[src/rtl/vc_port_pkg.sv]
`default_nettype none

package vc_port_pkg;

  //////////////////////////////
  // flit and link sizes
  //////////////////////////////

  localparam int FLIT_SIZE  = 64;                      // bits in one flit
  localparam int PHIT_SIZE  = 16;                      // bits moved per link cycle
  localparam int NUM_PHITS  = FLIT_SIZE / PHIT_SIZE;   // phits per flit
  localparam int PHIT_CNT_W = $clog2(NUM_PHITS);       // phit counter width

  //////////////////////////////
  // virtual channels and ports
  //////////////////////////////

  localparam int NUM_VC    = 2;                 // vcs in each vn
  localparam int NUM_VN    = 3;                 // virtual networks
  localparam int NUM_VNXVC = NUM_VC * NUM_VN;   // vcs seen at one port
  localparam int VC_ID_W   = $clog2(NUM_VNXVC); // vc id width
  localparam int NUM_PORTS = 5;                 // input ports of the switch

  // index of each input port in grant and port arrays
  // lower index wins in the output mux
  localparam int PORT_N = 0;
  localparam int PORT_E = 1;
  localparam int PORT_W = 2;
  localparam int PORT_S = 3;
  localparam int PORT_L = 4;

  //////////////////////////////
  // types
  //////////////////////////////

  // flit kinds carried next to each flit
  typedef enum logic [1:0] {
    FLIT_HEADER      = 2'd0,
    FLIT_BODY        = 2'd1,
    FLIT_TAIL        = 2'd2,
    FLIT_HEADER_TAIL = 2'd3    // single-flit message
  } flit_type_e;

  typedef logic [VC_ID_W-1:0] vc_id_t;  // vc identifier, vn is implied by range

  // one flit word, either whole or as link phits
  // phits[0] sits in the lowest bits and goes out first
  typedef union packed {
    logic [FLIT_SIZE-1:0]                word;
    logic [NUM_PHITS-1:0][PHIT_SIZE-1:0] phits;
  } flit_word_u;

  // what one input port offers, one entry per vc
  typedef struct packed {
    flit_word_u [NUM_VNXVC-1:0] flits;      // candidate flits
    flit_type_e [NUM_VNXVC-1:0] types;      // type per flit
    logic       [NUM_VNXVC-1:0] broadcast;  // one broadcast bit per vc
  } port_in_t;

  // result of the select stage for one port
  typedef struct packed {
    logic       valid;       // some vc of this port was granted
    flit_word_u flit;
    flit_type_e flit_type;
    logic       broadcast;
  } port_pick_t;

endpackage

`default_nettype wire

[src/rtl/port_grant_select.sv]
`timescale 1ns/1ps
`default_nettype none

// picks the granted vc out of one input port
// purely combinational, no latency
module port_grant_select
  import vc_port_pkg::*;
(
  input  wire logic [NUM_VNXVC-1:0] grant,  // one-hot vc grant from the allocator
  input  wire port_in_t             port,   // flits, types and broadcast bits of the port
  output port_pick_t                pick    // selected entry
);

  vc_id_t vc_idx;  // encoded grant

  //////////////////////////////
  // one-hot to index
  //////////////////////////////

  // lowest set bit wins so a bad grant still indexes a real vc
  always_comb
  begin
    vc_idx = '0;
    for (int i = NUM_VNXVC - 1; i >= 0; i--)
    begin
      if (grant[i])
      begin
        vc_idx = vc_id_t'(i);
      end
    end
  end

  //////////////////////////////
  // entry select
  //////////////////////////////

  always_comb
  begin
    pick.valid     = |grant;                   // any vc granted at this port
    pick.flit      = port.flits[vc_idx];       // payload of the granted vc
    pick.flit_type = port.types[vc_idx];
    pick.broadcast = port.broadcast[vc_idx];   // single bit per vc
  end

endmodule

`default_nettype wire

[config.mk]
export PLATFORM = sky130hd
export DESIGN_NAME = port_grant_select
export DESIGN_NICKNAME = d
export VERILOG_FILES = /design/src/rtl/vc_port_pkg.sv /design/src/rtl/port_grant_select.sv
export SDC_FILE = /design/constraint.sdc
export NUM_CORES = 1
export LEC_CHECK = 0
export BUFFER_PORTS_ARGS = -buffer_cell sky130_fd_sc_hd__buf_2
export CORE_AREA = 2 2 184 186
export DETAILED_ROUTE_END_ITERATION = 10
export DIE_AREA = 0 0 186 188
export PLACE_DENSITY = 0.41
export SLEW_MARGIN = 20
export SYNTH_ARGS = -nofsm -noshare
export SYNTH_HDL_FRONTEND = slang
export SYNTH_SLANG_ARGS = --single-unit
[constraint.sdc]
create_clock -name vclk -period 3.7
set_input_delay 0.37 -clock vclk [all_inputs]
set_output_delay 0.37 -clock vclk [all_outputs]
set_load 0.01 [all_outputs]
After elaboration in Yosys (flattened, before gate mapping)
Index checks and enable logic that the tools add are counted.
{"block": "op_classes", "n_addsub": 0, "mul": 0, "div": 0, "order_cmp": 1, "n_eq_ne": 0, "shift": 0, "muxes": 12, "bitwise": 0, "reduce_logical": 1}
{"cell": "$bmux W64 S3", "count": 1}
{"cell": "$mux W64", "count": 1}
{"cell": "$mux W3", "count": 6}
{"cell": "$bmux W2 S3", "count": 1}
{"cell": "$reduce_or A6 Y1", "count": 1}
{"cell": "$lt A3 B4 Y1 const B", "count": 1}
{"cell": "$bmux W1 S3", "count": 1}
{"cell": "$mux W2", "count": 1}
{"cell": "$mux W1", "count": 1}
{"block": "totals", "reg_bits": 0, "latch_bits": 0, "ram_bits": 0, "rom_bits": 0, "inputBits": 408, "output_inout_bits": 68, "n_memories": 0}

Longest topological paths before layout
{"block": "depth", "word_depth": 8, "ltp_mapped": 7}

Worst setup path after synthesis
No wires, ideal clock.
{"block": "synth_timing", "kind": "in2out", "start": "input grant[2]", "end": "output pick[10] (netlist bit)", "t_arrival_ns": 1.508, "setup_slack_ns": 1.822, "stages": 7, "path_cell_list": "nor2_2 buf_6 nand3_2 buf_6 buf_2 o22a_1 and3_1"}
{"item": "from (decl)", "line": "port_grant_select.sv:9", "rtl": "input wire logic [NUM_VNXVC-1:0] grant,"}
{"item": "to (decl)", "line": "port_grant_select.sv:11", "rtl": "output port_pick_t pick"}

==> flow_metrics.py <==
metrics = {
    "status": {
        "status": "complete, no violations",
    },
    "synthesis": {
        "synthesis.area_um2": 3570,
        "netlist_instances": 630,
        "synth_nets": 1038,
        "ys_types": 22,
        "ys_seq_area_frac": 0,
        "syn_avg_cell_area_um2": 5.66,
        "yosysWarningCount": 0,
    },
    "sta": {
        "max_freq_mhz": 317,
        "rsz0062_at_grt": "false",
        "setup_tns_ps": 0,
        "slew_viol_final": 0,
        "slew_headroom": 0.476,
        "worst_slew_pin_slew_ps": 783,
        "setup_viol": 0,
        "fin_worst_hold_slack_ps": 1100,
        "period_needed_ps": 3150,
        "min_period_over_period": 0.852,
        "finalHoldViolCount": 0,
        "setup_slack_ps": 547,
    },
    "drt": {
        "top_layer": "met5",
        "dr_wl_met3_um": 1930,
        "drtIter0Drc": 220,
        "vias_per_cell": 4.43,
        "dr_wl_met2_um": 13900,
        "routed_wl_um": 27900,
        "ant_nets": 0,
        "first_pass_iters": 4,
        "vias": 6612,
        "wl_per_cell_um": 18.7,
        "met1_length_um": 11500,
        "drc": 0,
    },
    "layout": {
        "area_growth_pct": 78.7,
        "n_sequential_cell": 0,
        "clock_buffers": 0,
        "final_util": 0.193,
        "finish.net_count": 1452,
        "seq_area_um2": 0,
        "drive_gt1_frac": 0.480,
    },
    "place": {
        "io_buffers": 476,
        "dp_slack_ps": 315,
        "place_congestion": 0.916,
        "hpwl_um": 22500,
    },
    "pwr": {
        "intPower_uw": 347,
        "p_sw_frac": 0.525,
        "p_comb_frac": 1.000,
        "pwr-share-seq": 0,
        "p_leak_nw": 2.88,
        "clockPowerShare": 0,
        "p_per_area_nw_per_um2": 115,
        "ir_worst_vdd_v": 0.0000367,
        "switchingPower_uw": 384,
    },
    "setup_path": {
        "critical_path.top_delay_family": "buffers and inverters",
        "slowest_delay_ps": 690,
        "critPathCaptureType": "primary output",
        "critPathKind": "in -> out",
        "cp_max_fo": 58,
        "crit_required_ps": 3330,
        "cpMostUsedCell": "buf_4",
        "critPathArrivalTime_ps": 2780,
        "cp.buffers_inverters": 3,
        "cp-start-kind": "input port",
        "slowest_stage": "o32ai_1",
        "crit_chain": "buf_4 -> nor2_4 -> buf_4 -> o211ai_1 -> o32ai_1 -> nor3_1 -> buf_2",
    },
    "grt": {
        "grt_pass1_wl_um": 39100,
        "antenna_found_initial": 4,
        "grt_max_degree": 80,
        "gr-total-overflow": 0,
        "grt_use_total": 0.147,
        "grt_pass1_vias": 6613,
    },
    "hold_path": {
        "hold_class": "in -> out",
    },
    "clock_tree": {
        "postCtsSetupBuffers": 0,
        "cts_resized": 0,
        "hold_buffers": 0,
    },
    "floorplan": {
        "die-area_um2": 35000,
        "coreArea_um2": 33100,
        "die_h_um": 188,
        "die_w_um": 186,
        "io_pins": 476,
        "floorplan.initialDensity": 0.108,
        "num_rows": 67,
    },
    "flow_run": {
        "cap_violations": 0,
    },
}
[final timing paths]
kind	slack (ps)	to	start	depth (start not counted)
worst max-delay path	550	pick[25]	grant[1]	7
worst min-delay path	1100	pick[25]	port[296]	4
[per-stage QoR]
step / cells / power [mW] / cell area (µm²)
3_3_place_gp: 1490 / 0.735 / 6370
2_1_floorplan: 630 / 0.322 / 3570
3_5_place_dp: 1490 / 0.736 / 6370
6_report: 1491 / 0.730 / 6380
4_1_cts: 1490 / 0.740 / 6370
5_1_grt: 1490 / 0.801 / 6370
[synth_stat cells]
cell type / number / area (µm²)
nand3_1: 133 / 666
o21ai_0: 133 / 666
and3_1: 67 / 419
nor2b_1: 67 / 419
nor3_1: 67 / 335
o22a_1: 66 / 578
clkbuf_1: 49 / 184
buf_2: 20 / 100
buf_1: 4 / 15.0
buf_4: 3 / 22.5
buf_6: 3 / 33.8
nand2b_1: 3 / 18.8
nand3_2: 3 / 30.0
nor2_2: 2 / 12.5
or2_1: 2 / 12.5
or4_1: 2 / 15.0
inv_1: 1 / 3.75
nor2_1: 1 / 3.75
o211ai_1: 1 / 7.51
o311ai_0: 1 / 8.76
o31a_1: 1 / 8.76
o32ai_1: 1 / 8.76
[routing by layer]
layer	vias up	global-route usage
li1	3191	-
met1	3007	0.176
met2	386	0.278
met3	26	0.0159
met4	2	0.0273
met5	-	0
[cell type report]
| type | instances | area [µm²] |
|---|---|---|
| Fill cell | 3908 | 26700 |
| Multi-Input combinational cell | 550 | 3250 |
| Timing Repair Buffer | 491 | 2560 |
| Tap cell | 448 | 561 |
| Inverter | 1 | 3.75 |
| Antenna cell | 1 | 2.50 |
[cell families after synthesis]
logic type	Yosys count	share of synthesized area
AO/OA/AOI/OAI	203	0.358
AND/OR/NAND/NOR	347	0.541
buffers and inverters	80	0.101
[worst min-delay path: cells and delay by family]
kind                   cells  cell delay (ps)
buffers and inverters      2              220
and+or+nand+nor            2              140
[placed cells by master, fill, tap and decap left out, drive strengths merged]
cell type and n:
diode 1, o21ai 133, nor2b 67, and3 67, nand3 136, o32ai 1, o22a 66, nor3 67
inv 1, or4 2, o31a 1, o311ai 1, nor2 3, or2 2, o211ai 1, nand2b 3
buf 491
[power groups by stage]
stage	Combinational [mW]	Clock (mW)	Sequential (mW)
floorplan	0.322	0	0
global placement	0.735	0	0
detailed placement	0.736	0	0
CTS	0.740	0	0
global route	0.801	0	0
finish	0.730	0.0000000361	0
No activity file was read; power rests on OpenSTA's default activity.
