### src/rtl/vc_port_pkg.sv
`default_nettype none

package vc_port_pkg;

  //////////////////////////////
  // flit and link sizes
  //////////////////////////////

  localparam int FLIT_SIZE  = 64;                      // bits in one flit
  localparam int PHIT_SIZE  = 16;                      // bits moved per link cycle
  localparam int NUM_PHITS  = FLIT_SIZE / PHIT_SIZE;   // phits per flit
  localparam int PHIT_CNT_W = $clog2(NUM_PHITS);       // phit counter width

  //////////////////////////////
  // virtual channels and ports
  //////////////////////////////

  localparam int NUM_VC    = 2;                 // vcs in each vn
  localparam int NUM_VN    = 3;                 // virtual networks
  localparam int NUM_VNXVC = NUM_VC * NUM_VN;   // vcs seen at one port
  localparam int VC_ID_W   = $clog2(NUM_VNXVC); // vc id width
  localparam int NUM_PORTS = 5;                 // input ports of the switch

  // index of each input port in grant and port arrays
  // lower index wins in the output mux
  localparam int PORT_N = 0;
  localparam int PORT_E = 1;
  localparam int PORT_W = 2;
  localparam int PORT_S = 3;
  localparam int PORT_L = 4;

  //////////////////////////////
  // types
  //////////////////////////////

  // flit kinds carried next to each flit
  typedef enum logic [1:0] {
    FLIT_HEADER      = 2'd0,
    FLIT_BODY        = 2'd1,
    FLIT_TAIL        = 2'd2,
    FLIT_HEADER_TAIL = 2'd3    // single-flit message
  } flit_type_e;

  typedef logic [VC_ID_W-1:0] vc_id_t;  // vc identifier, vn is implied by range

  // one flit word, either whole or as link phits
  // phits[0] sits in the lowest bits and goes out first
  typedef union packed {
    logic [FLIT_SIZE-1:0]                word;
    logic [NUM_PHITS-1:0][PHIT_SIZE-1:0] phits;
  } flit_word_u;

  // what one input port offers, one entry per vc
  typedef struct packed {
    flit_word_u [NUM_VNXVC-1:0] flits;      // candidate flits
    flit_type_e [NUM_VNXVC-1:0] types;      // type per flit
    logic       [NUM_VNXVC-1:0] broadcast;  // one broadcast bit per vc
  } port_in_t;

  // result of the select stage for one port
  typedef struct packed {
    logic       valid;       // some vc of this port was granted
    flit_word_u flit;
    flit_type_e flit_type;
    logic       broadcast;
  } port_pick_t;

endpackage

`default_nettype wire

### src/rtl/phit_serializer.sv
`timescale 1ns/1ps
`default_nettype none

// link register and phit sequencer
// a valid win is stored and sent as NUM_PHITS phits, lowest first
// a new win always restarts the count, even mid flit
module phit_serializer
  import vc_port_pkg::*;
(
  input  wire logic   clk,
  input  wire logic   rst_p,          // sync, active high
  input  wire port_pick_t win,        // flit chosen by the mux this cycle
  input  wire vc_id_t vc_selected,    // downstream vc from the allocator
  output logic        valid,          // phit on the link is meaningful
  output logic [PHIT_SIZE-1:0] phit,  // current link word
  output flit_type_e  flit_type_out,  // type of the flit being sent
  output logic        broadcast_out,
  output vc_id_t      vc_out,         // registered vc_selected
  output logic        go_phit         // allocator may grant again
);

  flit_word_u            flit_q;     // stored flit, payload only
  logic [PHIT_CNT_W-1:0] phit_cnt;   // index of the phit on the link
  logic                  last_phit;  // counter sits at the final phit

  assign last_phit = (phit_cnt == PHIT_CNT_W'(NUM_PHITS - 1));

  //////////////////////////////
  // flow control and link data
  //////////////////////////////

  // high only once the last phit is out and nothing new is coming
  assign go_phit = last_phit & ~win.valid;

  assign phit = flit_q.phits[phit_cnt];  // counter walks the union

  //////////////////////////////
  // payload register
  //////////////////////////////

  always_ff @(posedge clk)
  begin
    if (win.valid)
    begin
      flit_q <= win.flit;  // replaces any flit still in flight
    end
  end

  //////////////////////////////
  // control state
  //////////////////////////////

  always_ff @(posedge clk)
  begin
    if (rst_p)
    begin
      valid         <= 1'b0;
      phit_cnt      <= PHIT_CNT_W'(NUM_PHITS - 1);  // idle looks like a finished flit
      flit_type_out <= FLIT_HEADER;
      broadcast_out <= 1'b0;
      vc_out        <= '0;
    end
    else
    begin
      vc_out <= vc_selected;  // follows the allocator every cycle

      if (win.valid)
      begin
        // new flit, phit 0 shows next cycle
        valid         <= 1'b1;
        phit_cnt      <= '0;
        flit_type_out <= win.flit_type;
        broadcast_out <= win.broadcast;
      end
      else if (!last_phit)
      begin
        valid    <= 1'b1;
        phit_cnt <= phit_cnt + PHIT_CNT_W'(1);  // next phit
      end
      else
      begin
        valid <= 1'b0;  // flit done, counter parks at the last phit
      end
    end
  end

endmodule

`default_nettype wire

### config.mk
export PLATFORM = sky130hd
export DESIGN_NAME = phit_serializer
export DESIGN_NICKNAME = d
export VERILOG_FILES = /design/src/rtl/vc_port_pkg.sv /design/src/rtl/phit_serializer.sv
export SDC_FILE = /design/constraint.sdc
export NUM_CORES = 1
export LEC_CHECK = 0
export BUFFER_PORTS_ARGS = -buffer_cell sky130_fd_sc_hd__buf_2
export CORE_UTILIZATION = 48
export CTS_CLUSTER_DIAMETER = 40
export DETAILED_ROUTE_END_ITERATION = 10
export PLACE_DENSITY_LB_ADDON = 0.3
export SETUP_SLACK_MARGIN = 0.5
export SKIP_CTS_REPAIR_TIMING = 1
export SLEW_MARGIN = 20
export SYNTH_ARGS = -nofsm -noshare
export SYNTH_HDL_FRONTEND = slang
export SYNTH_SLANG_ARGS = --single-unit
### constraint.sdc
create_clock -name clk -period 1.9 [get_ports clk]
set_input_delay 0.38 -clock clk [delete_from_list [all_inputs] [get_ports clk]]
set_output_delay 0.38 -clock clk [all_outputs]
set_load 0.02 [all_outputs]
# Yosys cells after proc, flatten, opt, wreduce, memory -nomap -nowiden
# Index checks and enable logic that the tools add are counted.
# word_totals
regBits,73
output_inout_bits,24
# classes
eq_ne,2
mux,6
addsub,1
magnitude_cmp,1
n_bitwise,2
# op_table
operator,n
$bmux W16 S2,1
$mux W16,1
$mux W2,2
$lt A2 B3 Y1 const B,1
$add A2 B1 Y2 const B,1
$eq A2 B2 Y1 const B,1
$mux W1,2
$ne A2 B2 Y1 const B,1
$and A1 B1 Y1,1
$not A1 Y1,1

# Depth between registers and ports, before layout
# Gate-level depths: netlist (run 1).
# logic_depth
depth_word,3
ltp_mapped,4

# Worst setup path after synthesis (run 1)
# OpenSTA, ideal clock, no wires.
# synth_path
path_type,register -> output
startpoint,register phit_cnt[0]
endpoint,output phit[0]
stages_incl_launch_ff,4
required_time_ps,1520
path_buffers,2
slack_ps,342
t_arrival_ps,1178
cell_sequence,dfxtp_1 > buf_6 > buf_12 > mux4_2
# synth_between
elab_chain_len,2
# synth_lines
element,line,text
from (decl),phit_serializer.sv:23,logic [PHIT_CNT_W-1:0] phit_cnt;
from (signal assigned),phit_serializer.sv:58,phit_cnt <= PHIT_CNT_W'(NUM_PHITS - 1);
from (signal assigned),phit_serializer.sv:78,phit_cnt <= phit_cnt + PHIT_CNT_W'(1);
$bmux W16 S2,phit_serializer.sv:35,assign phit = flit_q.phits[phit_cnt];
$mux W16 (implied by the code),phit_serializer.sv:35,
to (decl),phit_serializer.sv:15,"output logic [PHIT_SIZE-1:0] phit,"
# Every way passes these cells. The select of a mux whose other input is x is not followed.

# Worst setup path after layout (run 1)
# layout_path
startpoint,register phit_cnt[0]
endpoint,output phit[6]
# The elaborated chain is that of the path after synthesis.

==> results of run 1 <==
-- path summary, 6_finish.rpt --
check	to	slack (ns)
worst max register to register	phit_cnt[1]	0.72
worst min-delay path	flit_q[36]	0.21
worst max-delay path	phit[6]	-0.05
worst min register to register	flit_type_out[0]	0.50
-- power by group --
part / internal [W] / switching [W]
clock: 0.000726 / 0.000542
combinational: 0.000350 / 0.000271
sequential: 0.00188 / 0.0000406
total: 0.00296 / 0.000854
-- state kept, by name, summed over array words and instances, names as in the netlist --
| name | cells |
|---|---|
| broadcast_out | 1 |
| flit_q | 64 |
| flit_type_out | 2 |
| phit_cnt | 2 |
| valid | 1 |
| vc_out | 3 |
-- per-layer routing --
metal,track usage (%),vias up
met1,19.7,718
met2,30.7,71
met4,6.35,0
met5,0,-
li1,-,679
met3,5.87,8
-- stage by stage --
step                      hold WS (ns)  total power (W)  area, sq um  cells
after floorplan                  0.452          0.00223         2650    110
after global placement           0.470          0.00241         3230    277
after detailed placement         0.488          0.00244         3230    277
after CTS                        0.202          0.00370         3440    293
after global routing             0.195          0.00395         3610    297
final                            0.215          0.00381         3610    297
-- final cells by class --
class                           count  area (sq um)  area share [%]
Clock inverter                      7          85.1            2.36
Sequential cell                    73          2110            58.3
Timing Repair Buffer              106           711            19.7
Tap cell                           70          87.6            2.43
Multi-Input combinational cell     32           497            13.8
Clock buffer                        9           124            3.43
-- synth_stat cells (all sizes together) --
| cell type | instances |
|---|---|
| dfxtp | 9 |
| mux2i | 4 |
| mux4 | 16 |
| ha | 1 |
| buf | 4 |
| o21bai | 2 |
| edfxtp | 64 |
| xor2 | 1 |
| nor2 | 4 |
| nor2b | 4 |
| clkbuf | 1 |
-- kinds of logic after synthesis --
family          Yosys count  synth area share (%)
flops                    73                  79.3
mux                      20                  16.1
simple gates              8                  1.51
buf+inv                   5                  1.70
compound gates            2                 0.566
xor+xnor                  1                 0.331
fa+ha+maj                 1                 0.472
-- worst register-to-register path, cell delays in order (launching register included) --
cell      delay, ns
dfxtp_4        0.38
buf_6          0.14
buf_4          0.14
ha_4           0.22
mux2i_1        0.11
o21bai_1       0.07
==> results.sh, run 1 <==
export IMPL_status="finished with violations"
export IMPL_violations="setup timing"
export IMPL_fmax_ghz=0.512
export IMPL_row_count=26
export IMPL_clock_sinks=73
export IMPL_ys_types=14
export IMPL_start_kind="register"
export IMPL_required_ns=1.52
export IMPL_syn_area_sq_um=2650
export IMPL_cap_violations=0
export IMPL_synth_net_count=184
export IMPL_critical_path_max_stage_delay_ns=0.52
export IMPL_synthCells=110
export IMPL_min_path_type="input pin to register"
export IMPL_highest_layer="met4"
export IMPL_clockBufferDepth=2
export IMPL_met2RoutedLength_um=2530
export IMPL_critPathTopFamily="multiplexers"
export IMPL_grt_max_degree=37
export IMPL_layout_common_cells="buf_2 (80), edfxtp_1 (64), buf_6 (18)"
export IMPL_finalHoldViolations=0
export IMPL_wl_per_cell_um=16.1
export IMPL_route_met3_wl_um=297
export IMPL_ios=97
export IMPL_cts_buffers_inserted=9
export IMPL_fin_util_pct=69.4
export IMPL_drive_gt1_share_pct=61.2
export IMPL_crit_path_end_kind="output pin"
export IMPL_crit_type="register to output pin"
export IMPL_antenna_found_initial=0
export IMPL_wl_met1_um=1880
export IMPL_final_nets=296
export IMPL_yosysTopAreaCell="edfxtp_1"
export IMPL_fp_dieH_um=76.3
export IMPL_start_util_pct=50.9
export IMPL_path_buf_inv=2
export IMPL_crit_slowest_cell="mux4_2"
export IMPL_hold_start="win[39]"
export IMPL_fp_dieArea_sq_um=5820
export IMPL_grt_setup_unrepaired="yes"
export IMPL_ir_worst_vdd_v=0.000777
export IMPL_firstDrtPassIters=4
export IMPL_htree_levels=3
export IMPL_coreArea_sq_um=5200
export IMPL_worst_pin_slew_ns=0.445
export IMPL_finalWeightedCongestion=0.714
export IMPL_vias=1476
export IMPL_yosysWarningCount=0
export IMPL_final_common_cell="buf_2"
export IMPL_wirelength_um=4770
export IMPL_synth_seq_cells=73
export IMPL_synth_area_leaders="edfxtp_1 (73%), mux4_2 (7.6%), mux4_1 (6.9%)"
export IMPL_clk_pin_slew_worst_paths_ns=0.08
export IMPL_ff2ff_path_depth=5
export IMPL_syn2layout_area_growth_pct=36.2
export IMPL_cts_root_buf="clkbuf_8"
export IMPL_grt_pass1_vias=1598
export IMPL_nFillCells=361
export IMPL_tns_ns=-0.397
export IMPL_antenna_left=0
export IMPL_p_leak_nw=1.46
export IMPL_critPathLaunch="phit_cnt[0]"
export IMPL_setup_slack_ns=-0.0544
export IMPL_finalCritPeriodShare_pct=103
export IMPL_p_per_area_nw_per_um2=1060
export IMPL_routed_via_density=4.97
export IMPL_drc_errors=0
export IMPL_crit_path_cell_trace="clkbuf_16 > mux4_2 > buf_6"
export IMPL_postSynthAreaPerCell_sq_um=24.1
export IMPL_drtIter0Drc=89
export IMPL_antenna_cells=0
export IMPL_cts_tree="built"
export IMPL_slew_headroom_pct=70.3
export IMPL_yosysSeqAreaShare_pct=79.3
export IMPL_clk_latency_ns=0.33
export IMPL_r2r_start="phit_cnt[0]"
export IMPL_fin_crit_ns=1.95
export IMPL_synth_top_area_share_pct=72.5
export IMPL_grt_ovfl_total=0
export IMPL_critPathMaxFanout=4
export IMPL_grt_pass1_wl_um=7410
export IMPL_place_worst_setup_slack_ns=0.233
export IMPL_cp_arrival_ns=1.57
export IMPL_port_buffers=96
export IMPL_setup_violations_final=12
export IMPL_die_w_um=76.3
export IMPL_path_depth=3
export IMPL_track_usage_pct=17.5
export IMPL_fin_skew_ns=0.00190
export IMPL_hold_depth=1
export IMPL_slew_viol_final=0
Note: power is estimated with default switching activity, not from simulation.
==> inputs of run 2 (changes only) <==
--- a/config.mk
+++ b/config.mk
@@ -6,7 +6,7 @@
 export NUM_CORES = 1
 export LEC_CHECK = 0
 export BUFFER_PORTS_ARGS = -buffer_cell sky130_fd_sc_hd__buf_2
-export CORE_UTILIZATION = 48
+export CORE_UTILIZATION = 45
 export CTS_CLUSTER_DIAMETER = 40
 export DETAILED_ROUTE_END_ITERATION = 10
 export PLACE_DENSITY_LB_ADDON = 0.3
==> results.sh, run 2 (synthesis gave the netlist of run 1 again) <==
export IMPL_tns_ns=-0.0200
export IMPL_track_usage_pct=15.4
export IMPL_min_path_type="input pin to register"
export IMPL_wl_per_cell_um=14.9
export IMPL_required_ns=1.52
export IMPL_worst_pin_slew_ns=0.377
export IMPL_row_count=27
export IMPL_place_worst_setup_slack_ns=0.223
export IMPL_grt_pass1_wl_um=6620
export IMPL_coreArea_sq_um=5610
export IMPL_p_per_area_nw_per_um2=983
export IMPL_wirelength_um=4450
export IMPL_fin_crit_ns=1.91
export IMPL_cts_tree="built"
export IMPL_grt_ovfl_total=0
export IMPL_finalNonFillerCells=298
export IMPL_critPathMaxFanout=6
export IMPL_violations="setup timing"
export IMPL_ios=97
export IMPL_crit_type="register to output pin"
export IMPL_routed_via_density=4.85
export IMPL_clk_pin_slew_worst_paths_ns=0.07
export IMPL_top_register="flit_q"
export IMPL_antenna_left=0
export IMPL_largest_register_ff_count=64
export IMPL_nFillCells=444
export IMPL_crit_path_end_kind="output pin"
export IMPL_regArea_sq_um=2110
export IMPL_cts_root_buf="clkbuf_8"
export IMPL_intPower_w=0.00266
export IMPL_highest_layer="met4"
export IMPL_htree_levels=3
export IMPL_finalCritPeriodShare_pct=101
export IMPL_grt_setup_unrepaired="yes"
export IMPL_vias=1444
export IMPL_fmax_ghz=0.524
export IMPL_clockBufferDepth=2
export IMPL_power_frac_comb_pct=17.2
export IMPL_firstDrtPassIters=4
export IMPL_dp_hpwl_um=3240
export IMPL_fp_dieArea_sq_um=6200
export IMPL_seqPwrFrac_pct=55.6
export IMPL_antenna_cells=0
export IMPL_final_nets=296
export IMPL_slew_headroom_pct=74.9
export IMPL_power_share_switching_pct=22.9
export IMPL_antenna_found_initial=0
export IMPL_ir_worst_vdd_v=0.000685
export IMPL_setup_violations_final=3
export IMPL_cap_violations=0
export IMPL_drtIter0Drc=52
export IMPL_clkPwrFrac_pct=27.2
export IMPL_fin_skew_ns=0.00359
export IMPL_p_leak_nw=1.41
export IMPL_clock_sinks=73
export IMPL_start_kind="register"
export IMPL_multi_input_area_sq_um=497
export IMPL_start_util_pct=47.3
export IMPL_route_met3_wl_um=391
export IMPL_place_inst=282
export IMPL_largestRegisters="flit_q x64, vc_out x3"
export IMPL_met2RoutedLength_um=2300
export IMPL_drc_errors=0
export IMPL_slew_viol_final=0
export IMPL_clk_latency_ns=0.33
export IMPL_cp_arrival_ns=1.53
export IMPL_status="finished with violations"
export IMPL_dpl_cell_area_sq_um=3240
export IMPL_finalWeightedCongestion=0.702
export IMPL_p_switching_w=0.000793
export IMPL_wl_met1_um=1660
export IMPL_grt_max_degree=23
export IMPL_fp_dieH_um=78.7
export IMPL_grt_pass1_vias=1455
export IMPL_setup_slack_ns=-0.0100
export IMPL_cts_buffers_inserted=9
export IMPL_drive_gt1_share_pct=60.2
export IMPL_final_common_cell="buf_2"
export IMPL_syn2layout_area_growth_pct=32.6
export IMPL_finalHoldViolations=0
export IMPL_die_w_um=78.7
export IMPL_stdcell_area_sq_um=3510
export IMPL_port_buffers=96
export IMPL_layout_common_cells="buf_2 (80), edfxtp_1 (64), buf_6 (18)"
==> run 2: routing by layer <==
metal | GRT usage, % | up-vias
li1 | - | 674
met1 | 16.0 | 697
met2 | 25.7 | 64
met3 | 8.28 | 9
met4 | 6.85 | 0
met5 | 0 | -
==> run 2: critical path, cell delays in order (launching register included) <==
cell and delay, ns:
dfxtp_4 0.38, buf_8 0.14, mux4_2 0.52, buf_6 0.15
==> run 2: final timing paths <==
kind / depth (start not counted) / endpoint / slack (ns) / startpoint
min: 1 / flit_q[18] / 0.22 / win[21]
max reg2reg: 4 / phit_cnt[1] / 0.87 / phit_cnt[0]
max: 3 / phit[0] / -0.01 / phit_cnt[0]
min reg2reg: 2 / flit_type_out[0] / 0.51 / flit_type_out[0]
==> run 2: per-stage QoR <==
step                      hold WS [ns]  utilization (%)  power, W
final                            0.217             62.7   0.00346
after global routing             0.193             62.7   0.00361
after CTS                        0.201             60.6   0.00338
after detailed placement         0.484             57.9   0.00244
after global placement           0.474             57.9   0.00243
after floorplan                  0.452                -   0.00223
==> run 2: final cells by class <==
type | instances | share of cell area [%]
well taps | 72 | 2.56
flip-flops and latches | 73 | 59.9
clock inverters | 5 | 0.676
repair buffers | 106 | 19.1
clock buffers | 10 | 3.63
multi-input cells | 32 | 14.1
==> run 2: power groups by stage <==
stage | registers [W] | logic, W | clock network [W]
2_1_floorplan | 0.00195 | 0.000280 | 0
3_3_place_gp | 0.00195 | 0.000479 | 0
3_5_place_dp | 0.00195 | 0.000483 | 0
4_1_cts | 0.00192 | 0.000486 | 0.000976
5_1_grt | 0.00193 | 0.000635 | 0.00104
6_report | 0.00192 | 0.000596 | 0.000940
