**src/rtl/vc_port_pkg.sv**
```systemverilog
`default_nettype none

package vc_port_pkg;

  //////////////////////////////
  // flit and link sizes
  //////////////////////////////

  localparam int FLIT_SIZE  = 64;                      // bits in one flit
  localparam int PHIT_SIZE  = 16;                      // bits moved per link cycle
  localparam int NUM_PHITS  = FLIT_SIZE / PHIT_SIZE;   // phits per flit
  localparam int PHIT_CNT_W = $clog2(NUM_PHITS);       // phit counter width

  //////////////////////////////
  // virtual channels and ports
  //////////////////////////////

  localparam int NUM_VC    = 2;                 // vcs in each vn
  localparam int NUM_VN    = 3;                 // virtual networks
  localparam int NUM_VNXVC = NUM_VC * NUM_VN;   // vcs seen at one port
  localparam int VC_ID_W   = $clog2(NUM_VNXVC); // vc id width
  localparam int NUM_PORTS = 5;                 // input ports of the switch

  // index of each input port in grant and port arrays
  // lower index wins in the output mux
  localparam int PORT_N = 0;
  localparam int PORT_E = 1;
  localparam int PORT_W = 2;
  localparam int PORT_S = 3;
  localparam int PORT_L = 4;

  //////////////////////////////
  // types
  //////////////////////////////

  // flit kinds carried next to each flit
  typedef enum logic [1:0] {
    FLIT_HEADER      = 2'd0,
    FLIT_BODY        = 2'd1,
    FLIT_TAIL        = 2'd2,
    FLIT_HEADER_TAIL = 2'd3    // single-flit message
  } flit_type_e;

  typedef logic [VC_ID_W-1:0] vc_id_t;  // vc identifier, vn is implied by range

  // one flit word, either whole or as link phits
  // phits[0] sits in the lowest bits and goes out first
  typedef union packed {
    logic [FLIT_SIZE-1:0]                word;
    logic [NUM_PHITS-1:0][PHIT_SIZE-1:0] phits;
  } flit_word_u;

  // what one input port offers, one entry per vc
  typedef struct packed {
    flit_word_u [NUM_VNXVC-1:0] flits;      // candidate flits
    flit_type_e [NUM_VNXVC-1:0] types;      // type per flit
    logic       [NUM_VNXVC-1:0] broadcast;  // one broadcast bit per vc
  } port_in_t;

  // result of the select stage for one port
  typedef struct packed {
    logic       valid;       // some vc of this port was granted
    flit_word_u flit;
    flit_type_e flit_type;
    logic       broadcast;
  } port_pick_t;

endpackage

`default_nettype wire

```
**src/rtl/output_priority_mux.sv**
```systemverilog
`timescale 1ns/1ps
`default_nettype none

// fixed priority choice among the five port picks
// order is north, east, west, south, local
// also tells the vc allocator when a downstream vc can be released
module output_priority_mux
  import vc_port_pkg::*;
(
  input  wire port_pick_t picks [NUM_PORTS],  // one pick per input port
  input  wire vc_id_t     vc_selected,        // downstream vc of the granted flit
  output port_pick_t      win,                // pick that goes to the link
  output logic            free_vc,            // release request to the vc allocator
  output vc_id_t          vc_to_release       // vc named by free_vc
);

  logic win_is_last;  // winner closes its message

  //////////////////////////////
  // priority select
  //////////////////////////////

  always_comb
  begin
    if (picks[PORT_N].valid)
    begin
      win = picks[PORT_N];
    end
    else if (picks[PORT_E].valid)
    begin
      win = picks[PORT_E];
    end
    else if (picks[PORT_W].valid)
    begin
      win = picks[PORT_W];
    end
    else if (picks[PORT_S].valid)
    begin
      win = picks[PORT_S];
    end
    else
    begin
      win = picks[PORT_L];  // local last, its valid may be low
    end
  end

  //////////////////////////////
  // vc release
  //////////////////////////////

  // tail or header_tail leaving means the message is done
  always_comb
  begin
    case (win.flit_type)
      FLIT_TAIL,
      FLIT_HEADER_TAIL: win_is_last = 1'b1;
      default:          win_is_last = 1'b0;
    endcase
  end

  assign free_vc = win.valid & win_is_last;  // only in the grant cycle

  // the vc being released is the one picked downstream for this flit
  assign vc_to_release = vc_selected;

endmodule

`default_nettype wire

```
**config.mk**
```make
export PLATFORM = sky130hd
export DESIGN_NAME = output_priority_mux
export DESIGN_NICKNAME = d
export VERILOG_FILES = /design/src/rtl/vc_port_pkg.sv /design/src/rtl/output_priority_mux.sv
export SDC_FILE = /design/constraint.sdc
export NUM_CORES = 1
export LEC_CHECK = 0
export ABC_AREA = 0
export BUFFER_PORTS_ARGS = -buffer_cell sky130_fd_sc_hd__buf_2
export CAP_MARGIN = 15
export CORE_AREA = 5 5 158 160
export DETAILED_ROUTE_END_ITERATION = 10
export DIE_AREA = 0 0 163 165
export GPL_ROUTABILITY_DRIVEN = 1
export PLACE_DENSITY = 0.34
export SKIP_LAST_GASP = 1
export SLEW_MARGIN = 20
export SYNTH_ARGS = -nofsm -noshare
export SYNTH_HDL_FRONTEND = slang
export SYNTH_SLANG_ARGS = --single-unit
```
**constraint.sdc**
```tcl
create_clock -name vclk -period 3.1
set_clock_uncertainty 0.15 [all_clocks]
set_input_delay 0.62 -clock vclk [all_inputs]
set_output_delay 0.62 -clock vclk [all_outputs]
set_load 0.02 [all_outputs]
```
After elaboration in Yosys (flattened, before gate mapping)
Cells that the tools add are included.
{"block": "totals", "ff_bits": 0, "out_inout_bits": 72, "in_bits": 343}
{"block": "classes", "n_mux": 5, "n_reduce_logical": 1, "eq_ne": 2, "bitwise": 1}
{"cell": "$mux 68", "count": 4}
{"cell": "$eq 2x2->1 const B", "count": 2}
{"cell": "$reduce_or 2->1", "count": 1}
{"cell": "$and 1x1->1", "count": 1}
{"cell": "$mux 1", "count": 1}

Depth between registers and ports, before layout
Gate-level depths: netlist of the first run.
{"block": "depth", "word_depth": 8, "mapped_depth": 6}

Worst setup path after synthesis of the first run
Ideal clock, no wire load.
{"block": "synth_timing", "kind": "input port to output port", "startpoint": "in picks[203] in the netlist's numbering", "endpoint": "out win[67] in the netlist's numbering", "arrival_time_ns": 1.640, "path_stages": 4, "required_time_ns": 2.330, "path_slack_ns": 0.690, "path_cell_list": "or3_1 > buf_2 > buf_6 > or3_1"}
{"item": "from (decl)", "line_no": "output_priority_mux.sv:10", "source": "input wire port_pick_t picks [NUM_PORTS],"}
{"item": "to (decl)", "line_no": "output_priority_mux.sv:12", "source": "output port_pick_t win,"}

==> results of run 1 <==
[cell usage after synthesis, types with 2 or more instances]
cell type | number | area, um2
a21oi_1 | 66 | 330
buf_1 | 2 | 7.51
nand2_1 | 2 | 7.51
a21boi_0 | 2 | 15.0
buf_6 | 4 | 45.0
mux2_2 | 65 | 732
buf_2 | 18 | 90.1
o22ai_1 | 130 | 813
or3_1 | 2 | 12.5
nand2b_1 | 2 | 12.5
buf_4 | 3 | 22.5
clkbuf_1 | 20 | 75.1
[report_power, final]
group	switching, mW	internal, mW
combinational	0.387	0.376
clock	0	0
sequential	0	0
[worst max path at each step]
stage,startpoint,to,slack [ns],cells after the start
after floorplan,picks[203],win[67],0.69,4
after global placement,picks[339],win[67],0.31,5
after detailed placement,picks[203],win[21],0.32,6
after CTS,picks[203],win[21],0.31,6
after global routing,picks[339],win[21],0.27,6
final,picks[203],win[67],0.33,5
[stage by stage]
step                      power (mW)  worst slack (ns)  instance area, um2
after floorplan                0.402             0.690                2240
after global placement         0.774             0.315                4620
after detailed placement       0.770             0.321                4620
after CTS                      0.773             0.314                4620
after global routing           0.830             0.267                4620
final                          0.763             0.329                4620
[logic make-up after synthesis]
logic type / Yosys count / synth area share (%)
and+or+nand+nor: 11 / 3.02
muxes: 66 / 33.1
AOI/OAI and AO/OA: 201 / 52.8
buffers and inverters: 49 / 11.1
[worst max-delay path: cells and delay by family]
family                 cells  cell delay, ns
buffers and inverters      3            0.52
AND/OR/NAND/NOR            2            0.83
[layout by cell type (no fill, tap or decap)]
master and n:
a21boi_0 2, a21oi_1 66, a22oi_1 1, buf_12 8
buf_2 408, buf_4 2, inv_2 1, inv_4 1
mux2_2 65, mux2i_1 1, nand2_1 2, nand2b_1 1
nand2b_2 1, nand3b_1 1, nor2b_1 1, nor3_1 1
nor3b_1 1, o211ai_1 1, o22ai_1 130, o31ai_1 1
or3_1 1, or3_2 1, or3b_2 1
[layout make-up]
class / count / area share [%]
Inverter: 2 / 0.217
Tap cell: 319 / 8.64
Timing Repair Buffer: 418 / 48.0
Multi-Input combinational cell: 278 / 43.2
[per-layer routing]
| metal | wire (um) | up-vias |
|---|---|---|
| met5 | 0 | - |
| met4 | 354 | 0 |
| met3 | 1670 | 22 |
| met2 | 8760 | 262 |
| met1 | 6270 | 1875 |
| li1 | - | 2098 |
==> flow_summary.toml, run 1 <==
[global_route]
met2_usage_pct = 21.7
busiest_layer = "met2"
antenna_found_initial = 0
grt-ovfl-total = 0
grt_first_pass_wirelength_um = 24100
grt_max_degree = 72
grt_use_met1_pct = 12.1
grtUsageTotal_pct = 11.1
use_met3_pct = 2.75
grt_pass1_vias = 4475

[synth]
yosysUniqueCellTypes = 23
yosysSeqAreaShare_pct = 0
syn_nets = 670
avgSynthCellArea_um2 = 6.85
syn-instance-count = 327
syn_area_um2 = 2240
synth_warnings = 0

[die]
die_y_um = 165
core_area_um2 = 23300
die_area_um2 = 26900
ios = 415
num_rows = 56
die_w_um = 163
initial_utilization_pct = 9.62

[route]
drt_iter0_drc = 109
drc = 0
drtPass1Iterations = 4
viasPerCell = 4.19
wl_per_cell_um = 16.8
vias = 4257
drt-total-wl_um = 17100
detail-route-antenna-nets = 0

[hold_path]
hold_depth = 0
min_to = "vc_to_release[1]"
min_from = "vc_selected[1]"
hold_path_class = "in -> out"

[critical_path]
critPathRequiredTime_ns = 2.33
path_class = "in -> out"
crit_fanout = 67
cp_slowest_cell = "or3_2"
crit_top_cell = "buf_2"
cp.arrival_ns = 2.00
crit_path_cell_trace = "buf_2, or3_2, buf_12, or3_1, buf_2"
worst_setup_path_start_kind = "input pin"
end_kind = "output pin"
slowest_delay_ns = 0.50

[layout]
fin_util_pct = 19.9
nets = 1043
multi_input_area_um2 = 1990
instances_no_fill = 1017
drive_gt1_share_pct = 69.9
area_growth_pct = 106
fillCellCount = 2707
regArea_um2 = 0
insertedDiodeCount = 0
clkbuf_count = 0
seq_cells = 0

[status]
outcome = "completed"

[sta]
max_freq_mhz = 361
hold_viol = 0
setup_tns_ns = 0
hold_slack_ns = 1.09
setup_viol = 0
rsz0062_at_grt = "no"
tightest_slew_ns = 0.344
slew-limit-headroom_pct = 77.0
period_minus_slack_ns = 2.77
period_share_pct = 89.4
drv_slew = 0

[clock_tree]
holdBufCountCts = 0
cts_resized = 0
cts_setup_buffers = 0

[placed_design]
dp_hpwl_um = 14300
placedCellCount = 1017
place.gp.congestion = 0.809
portBuffers = 409

[run]
drv_cap = 0

[power]
p_leak_nw = 2.25
power_density_nw_per_um2 = 165
ir_drop_uv = 64.3
Note: power is estimated with default switching activity, not from simulation.
==> run 2: changes to the inputs <==
--- a/config.mk
+++ b/config.mk
@@ -8,11 +8,13 @@
 export ABC_AREA = 0
 export BUFFER_PORTS_ARGS = -buffer_cell sky130_fd_sc_hd__buf_2
 export CAP_MARGIN = 15
+export CELL_PAD_IN_SITES_DETAIL_PLACEMENT = 0
+export CELL_PAD_IN_SITES_GLOBAL_PLACEMENT = 2
 export CORE_AREA = 5 5 158 160
 export DETAILED_ROUTE_END_ITERATION = 10
 export DIE_AREA = 0 0 163 165
 export GPL_ROUTABILITY_DRIVEN = 1
-export PLACE_DENSITY = 0.34
+export PLACE_DENSITY = 0.76
 export SKIP_LAST_GASP = 1
 export SLEW_MARGIN = 20
 export SYNTH_ARGS = -nofsm -noshare
==> flow_summary.toml, run 2 (same netlist as run 1, synthesis figures left out) <==
[power]
power_density_nw_per_um2 = 166
ir_drop_uv = 54.7
p_leak_nw = 2.28

[sta]
setup_tns_ns = 0
tightest_slew_ns = 0.475
slew-limit-headroom_pct = 68.3
setup_viol = 0
drv_slew = 0
rsz0062_at_grt = "no"
hold_viol = 0
period_minus_slack_ns = 2.86
period_share_pct = 92.1
max_freq_mhz = 350

[global_route]
grt_first_pass_wirelength_um = 23800
grt-ovfl-total = 0
antenna_found_initial = 0
grtUsageTotal_pct = 11.1
grt_max_degree = 58
grt_pass1_vias = 4202

[placed_design]
placedCellCount = 1025
place.gp.congestion = 0.829
dp_hpwl_um = 14800
portBuffers = 409

[hold_path]
hold_depth = 0
min_from = "vc_selected[1]"
min_to = "vc_to_release[1]"
hold_path_class = "in -> out"

[critical_path]
crit_path_cell_trace = "buf_2, or3_2, buf_4, o22ai_1, a21oi_1, buf_2"
cp_slowest_cell = "or3_2"
crit_fanout = 38
end_kind = "output pin"
crit_family = "buffers and inverters"
worst_setup_path_start_kind = "input pin"
cp.arrival_ns = 2.09
path_buf_inv = 3
critPathRequiredTime_ns = 2.33
slowest_delay_ns = 0.46
crit_top_cell = "buf_2"
path_class = "in -> out"

[route]
wl_met1_um = 6710
dr_wl_met2_um = 9110
viasPerCell = 4.16
drt_iter0_drc = 199
detail-route-antenna-nets = 0
top_layer = "met4"
drtPass1Iterations = 4
drt-total-wl_um = 17300
wl_per_cell_um = 16.9
drc = 0
met3_length_um = 1370
vias = 4267

[layout]
fillCellCount = 2692
seq_cells = 0
multi_input_area_um2 = 1990
clkbuf_count = 0
regArea_um2 = 0
insertedDiodeCount = 0
nets = 1051
area_growth_pct = 109
final_cell_mix = "buf_2, o22ai_1, a21oi_1"
instances_no_fill = 1025
drive_gt1_share_pct = 70.3
mostFrequentLayoutCell = "buf_2"

[die]
die_area_um2 = 26900
die_w_um = 163
ios = 415
die_y_um = 165
core_area_um2 = 23300
num_rows = 56
initial_utilization_pct = 9.62

[clock_tree]
holdBufCountCts = 0
cts_setup_buffers = 0
cts_resized = 0

[status]
outcome = "completed"

[run]
drv_cap = 0
==> run 2: metal layers <==
| metal | global-route usage, % | vias to the layer above |
|---|---|---|
| met5 | 0 | - |
| met3 | 1.50 | 10 |
| met2 | 21.4 | 239 |
| met1 | 13.4 | 1902 |
| met4 | 1.07 | 0 |
| li1 | - | 2116 |
==> run 2: cell type report <==
cell class / instances / share of cell area (%)
well taps: 319 / 8.55
multi-input cells: 278 / 42.7
inverters: 2 / 0.214
repair buffers: 426 / 48.5
==> run 2: per-stage QoR <==
step | util, % | setup WS (ns) | total power, mW | cell area (um2) | hold WS (ns)
floorplan | - | 0.690 | 0.402 | 2240 | 1.20
CTS | 20.1 | 0.251 | 0.782 | 4670 | 1.09
finish | 20.1 | 0.244 | 0.776 | 4670 | 1.09
global placement | 20.1 | 0.249 | 0.782 | 4670 | 1.09
global route | 20.1 | 0.185 | 0.841 | 4670 | 1.09
detailed placement | 20.1 | 0.252 | 0.779 | 4670 | 1.09
==> run 2: worst max-delay path by stage <==
stage	startpoint	depth (start not counted)	slack [ns]	end
after floorplan	picks[203]	4	0.69	win[67]
after global placement	picks[203]	6	0.25	win[62]
after detailed placement	picks[339]	6	0.25	win[62]
after CTS	picks[339]	6	0.25	win[62]
after global routing	picks[339]	6	0.18	win[60]
final	picks[339]	6	0.24	win[47]
==> run 2: report_power, final <==
group	switching, mW	leakage, nW	internal, mW	total [mW]
Clock	0	0	0	0
Combinational	0.395	2.28	0.381	0.776
Sequential	0	0	0	0
Total	0.395	2.28	0.381	0.776
==> run 3: changes to the inputs <==
--- a/config.mk
+++ b/config.mk
@@ -10,11 +10,11 @@
 export CAP_MARGIN = 15
 export CELL_PAD_IN_SITES_DETAIL_PLACEMENT = 0
 export CELL_PAD_IN_SITES_GLOBAL_PLACEMENT = 2
-export CORE_AREA = 5 5 158 160
+export CORE_MARGIN = 5
+export CORE_UTILIZATION = 10
 export DETAILED_ROUTE_END_ITERATION = 10
-export DIE_AREA = 0 0 163 165
 export GPL_ROUTABILITY_DRIVEN = 1
-export PLACE_DENSITY = 0.76
+export PLACE_DENSITY = 0.82
 export SKIP_LAST_GASP = 1
 export SLEW_MARGIN = 20
 export SYNTH_ARGS = -nofsm -noshare
==> constraint.sdc (replaced) <==
create_clock -name vclk -period 2.5
set_clock_uncertainty 0.15 [all_clocks]
set_input_delay 0.5 -clock vclk [all_inputs]
set_output_delay 0.5 -clock vclk [all_outputs]
set_load 0.02 [all_outputs]
==> flow_summary.toml, run 3 (same netlist as run 1, synthesis figures left out) <==
[status]
outcome = "completed"

[placed_design]
dp_hpwl_um = 14300
place.gp.congestion = 0.851
placedCellCount = 989
portBuffers = 409

[layout]
nets = 1055
fillCellCount = 2513
instances_no_fill = 990
final_cell_mix = "buf_2, o22ai_1, a21oi_1"
fin_util_pct = 21.5
seq_cells = 0
clkbuf_count = 0
area_growth_pct = 111
insertedDiodeCount = 0
multi_input_area_um2 = 2020
regArea_um2 = 0
mostFrequentLayoutCell = "buf_2"
drive_gt1_share_pct = 70.7

[sta]
hold_viol = 0
hold_slack_ns = 0.850
setup_viol = 0
drv_slew = 0
period_share_pct = 94.5
tightest_slew_ns = 0.268
period_minus_slack_ns = 2.36
slew-limit-headroom_pct = 82.0
max_freq_mhz = 423
rsz0062_at_grt = "no"

[route]
drt-total-wl_um = 17300
detail-route-antenna-nets = 0
drtPass1Iterations = 4
vias = 4300
viasPerCell = 4.34
drc = 0
wl_per_cell_um = 17.5
drt_iter0_drc = 211

[die]
num_rows = 54
die_w_um = 160
ios = 415
initial_utilization_pct = 10.2
die_y_um = 160
core_area_um2 = 22000
die_area_um2 = 25500

[global_route]
grt_pass1_vias = 4589
grtUsageTotal_pct = 12.1
grt-ovfl-total = 0
antenna_found_initial = 0
grt_first_pass_wirelength_um = 25500
grt_max_degree = 61

[critical_path]
end_kind = "output pin"
cp_slowest_cell = "o22ai_1"
critPathRequiredTime_ns = 1.85
crit_family = "buffers and inverters"
slowest_delay_ns = 0.25
crit_fanout = 34
crit_path_cell_trace = "buf_2, buf_4, nand2b_2, buf_12, o22ai_1, a21oi_1, buf_2"
path_class = "in -> out"
worst_setup_path_start_kind = "input pin"
cp.arrival_ns = 1.71
path_buf_inv = 4
crit_top_cell = "buf_2"

[power]
comb_power_share_pct = 100.0
p_int_mw = 0.488
ir_drop_uv = 99.6
p_switching_mw = 0.498
power_density_nw_per_um2 = 208
p_leak_nw = 2.33
seqPwrFrac_pct = 0
clkPwrFrac_pct = 0
total_power_mw = 0.986
switching_share_pct = 50.5

[run]
drv_cap = 0

[hold_path]
hold_path_class = "in -> out"

[clock_tree]
cts_setup_buffers = 0
## run 3: cell types whose count changed in the layout (fill, tap and decap cells not counted), sizes merged
cell / delta
buf: +3
clkbuf: +1
## run 3: area by class of cell
class	instances	share of cell area (%)
tap	280	7.40
multi-input combinational	278	42.6
timing repair buffer	430	49.7
inverter	2	0.212
## run 3: worst paths after layout
path	from	endpoint	slack, ns	depth (start not counted)
setup / recovery	picks[271]	win[32]	0.14	7
hold / removal	vc_selected[1]	vc_to_release[1]	0.85	0
## run 3: repair_timing
action	CTS	global route
hold buffers	0	0
pin swaps	0	0
gates cloned	0	1
resized for setup	1	4
setup endpoints to repair	1	31
## run 3: power by group through the flow
stage	Sequential, mW	Clock, mW	Combinational, mW
final	0	0	0.986
after global routing	0	0	1.07
after CTS	0	0	0.980
after detailed placement	0	0	0.975
after global placement	0	0	0.975
after floorplan	0	0	0.499
## run 3: stage by stage
step	worst slack (ns)	area, um2	TNS (ns)
detailed placement	-0.0323	4680	-0.0323
finish	0.137	4730	0
global route	0.0420	4730	0
global placement	-0.00262	4680	-0.00262
floorplan	0.330	2240	0
CTS	0.000969	4690	0
## run 3: per-layer routing
metal	share of wire (%)	global-route usage (%)	wire, um	vias up
met5	0	0	0	-
met4	1.4	1.58	239	0
met3	7.7	2.32	1330	16
met1	40	14.5	6910	1924
met2	51	22.8	8810	243
li1	-	-	-	2117
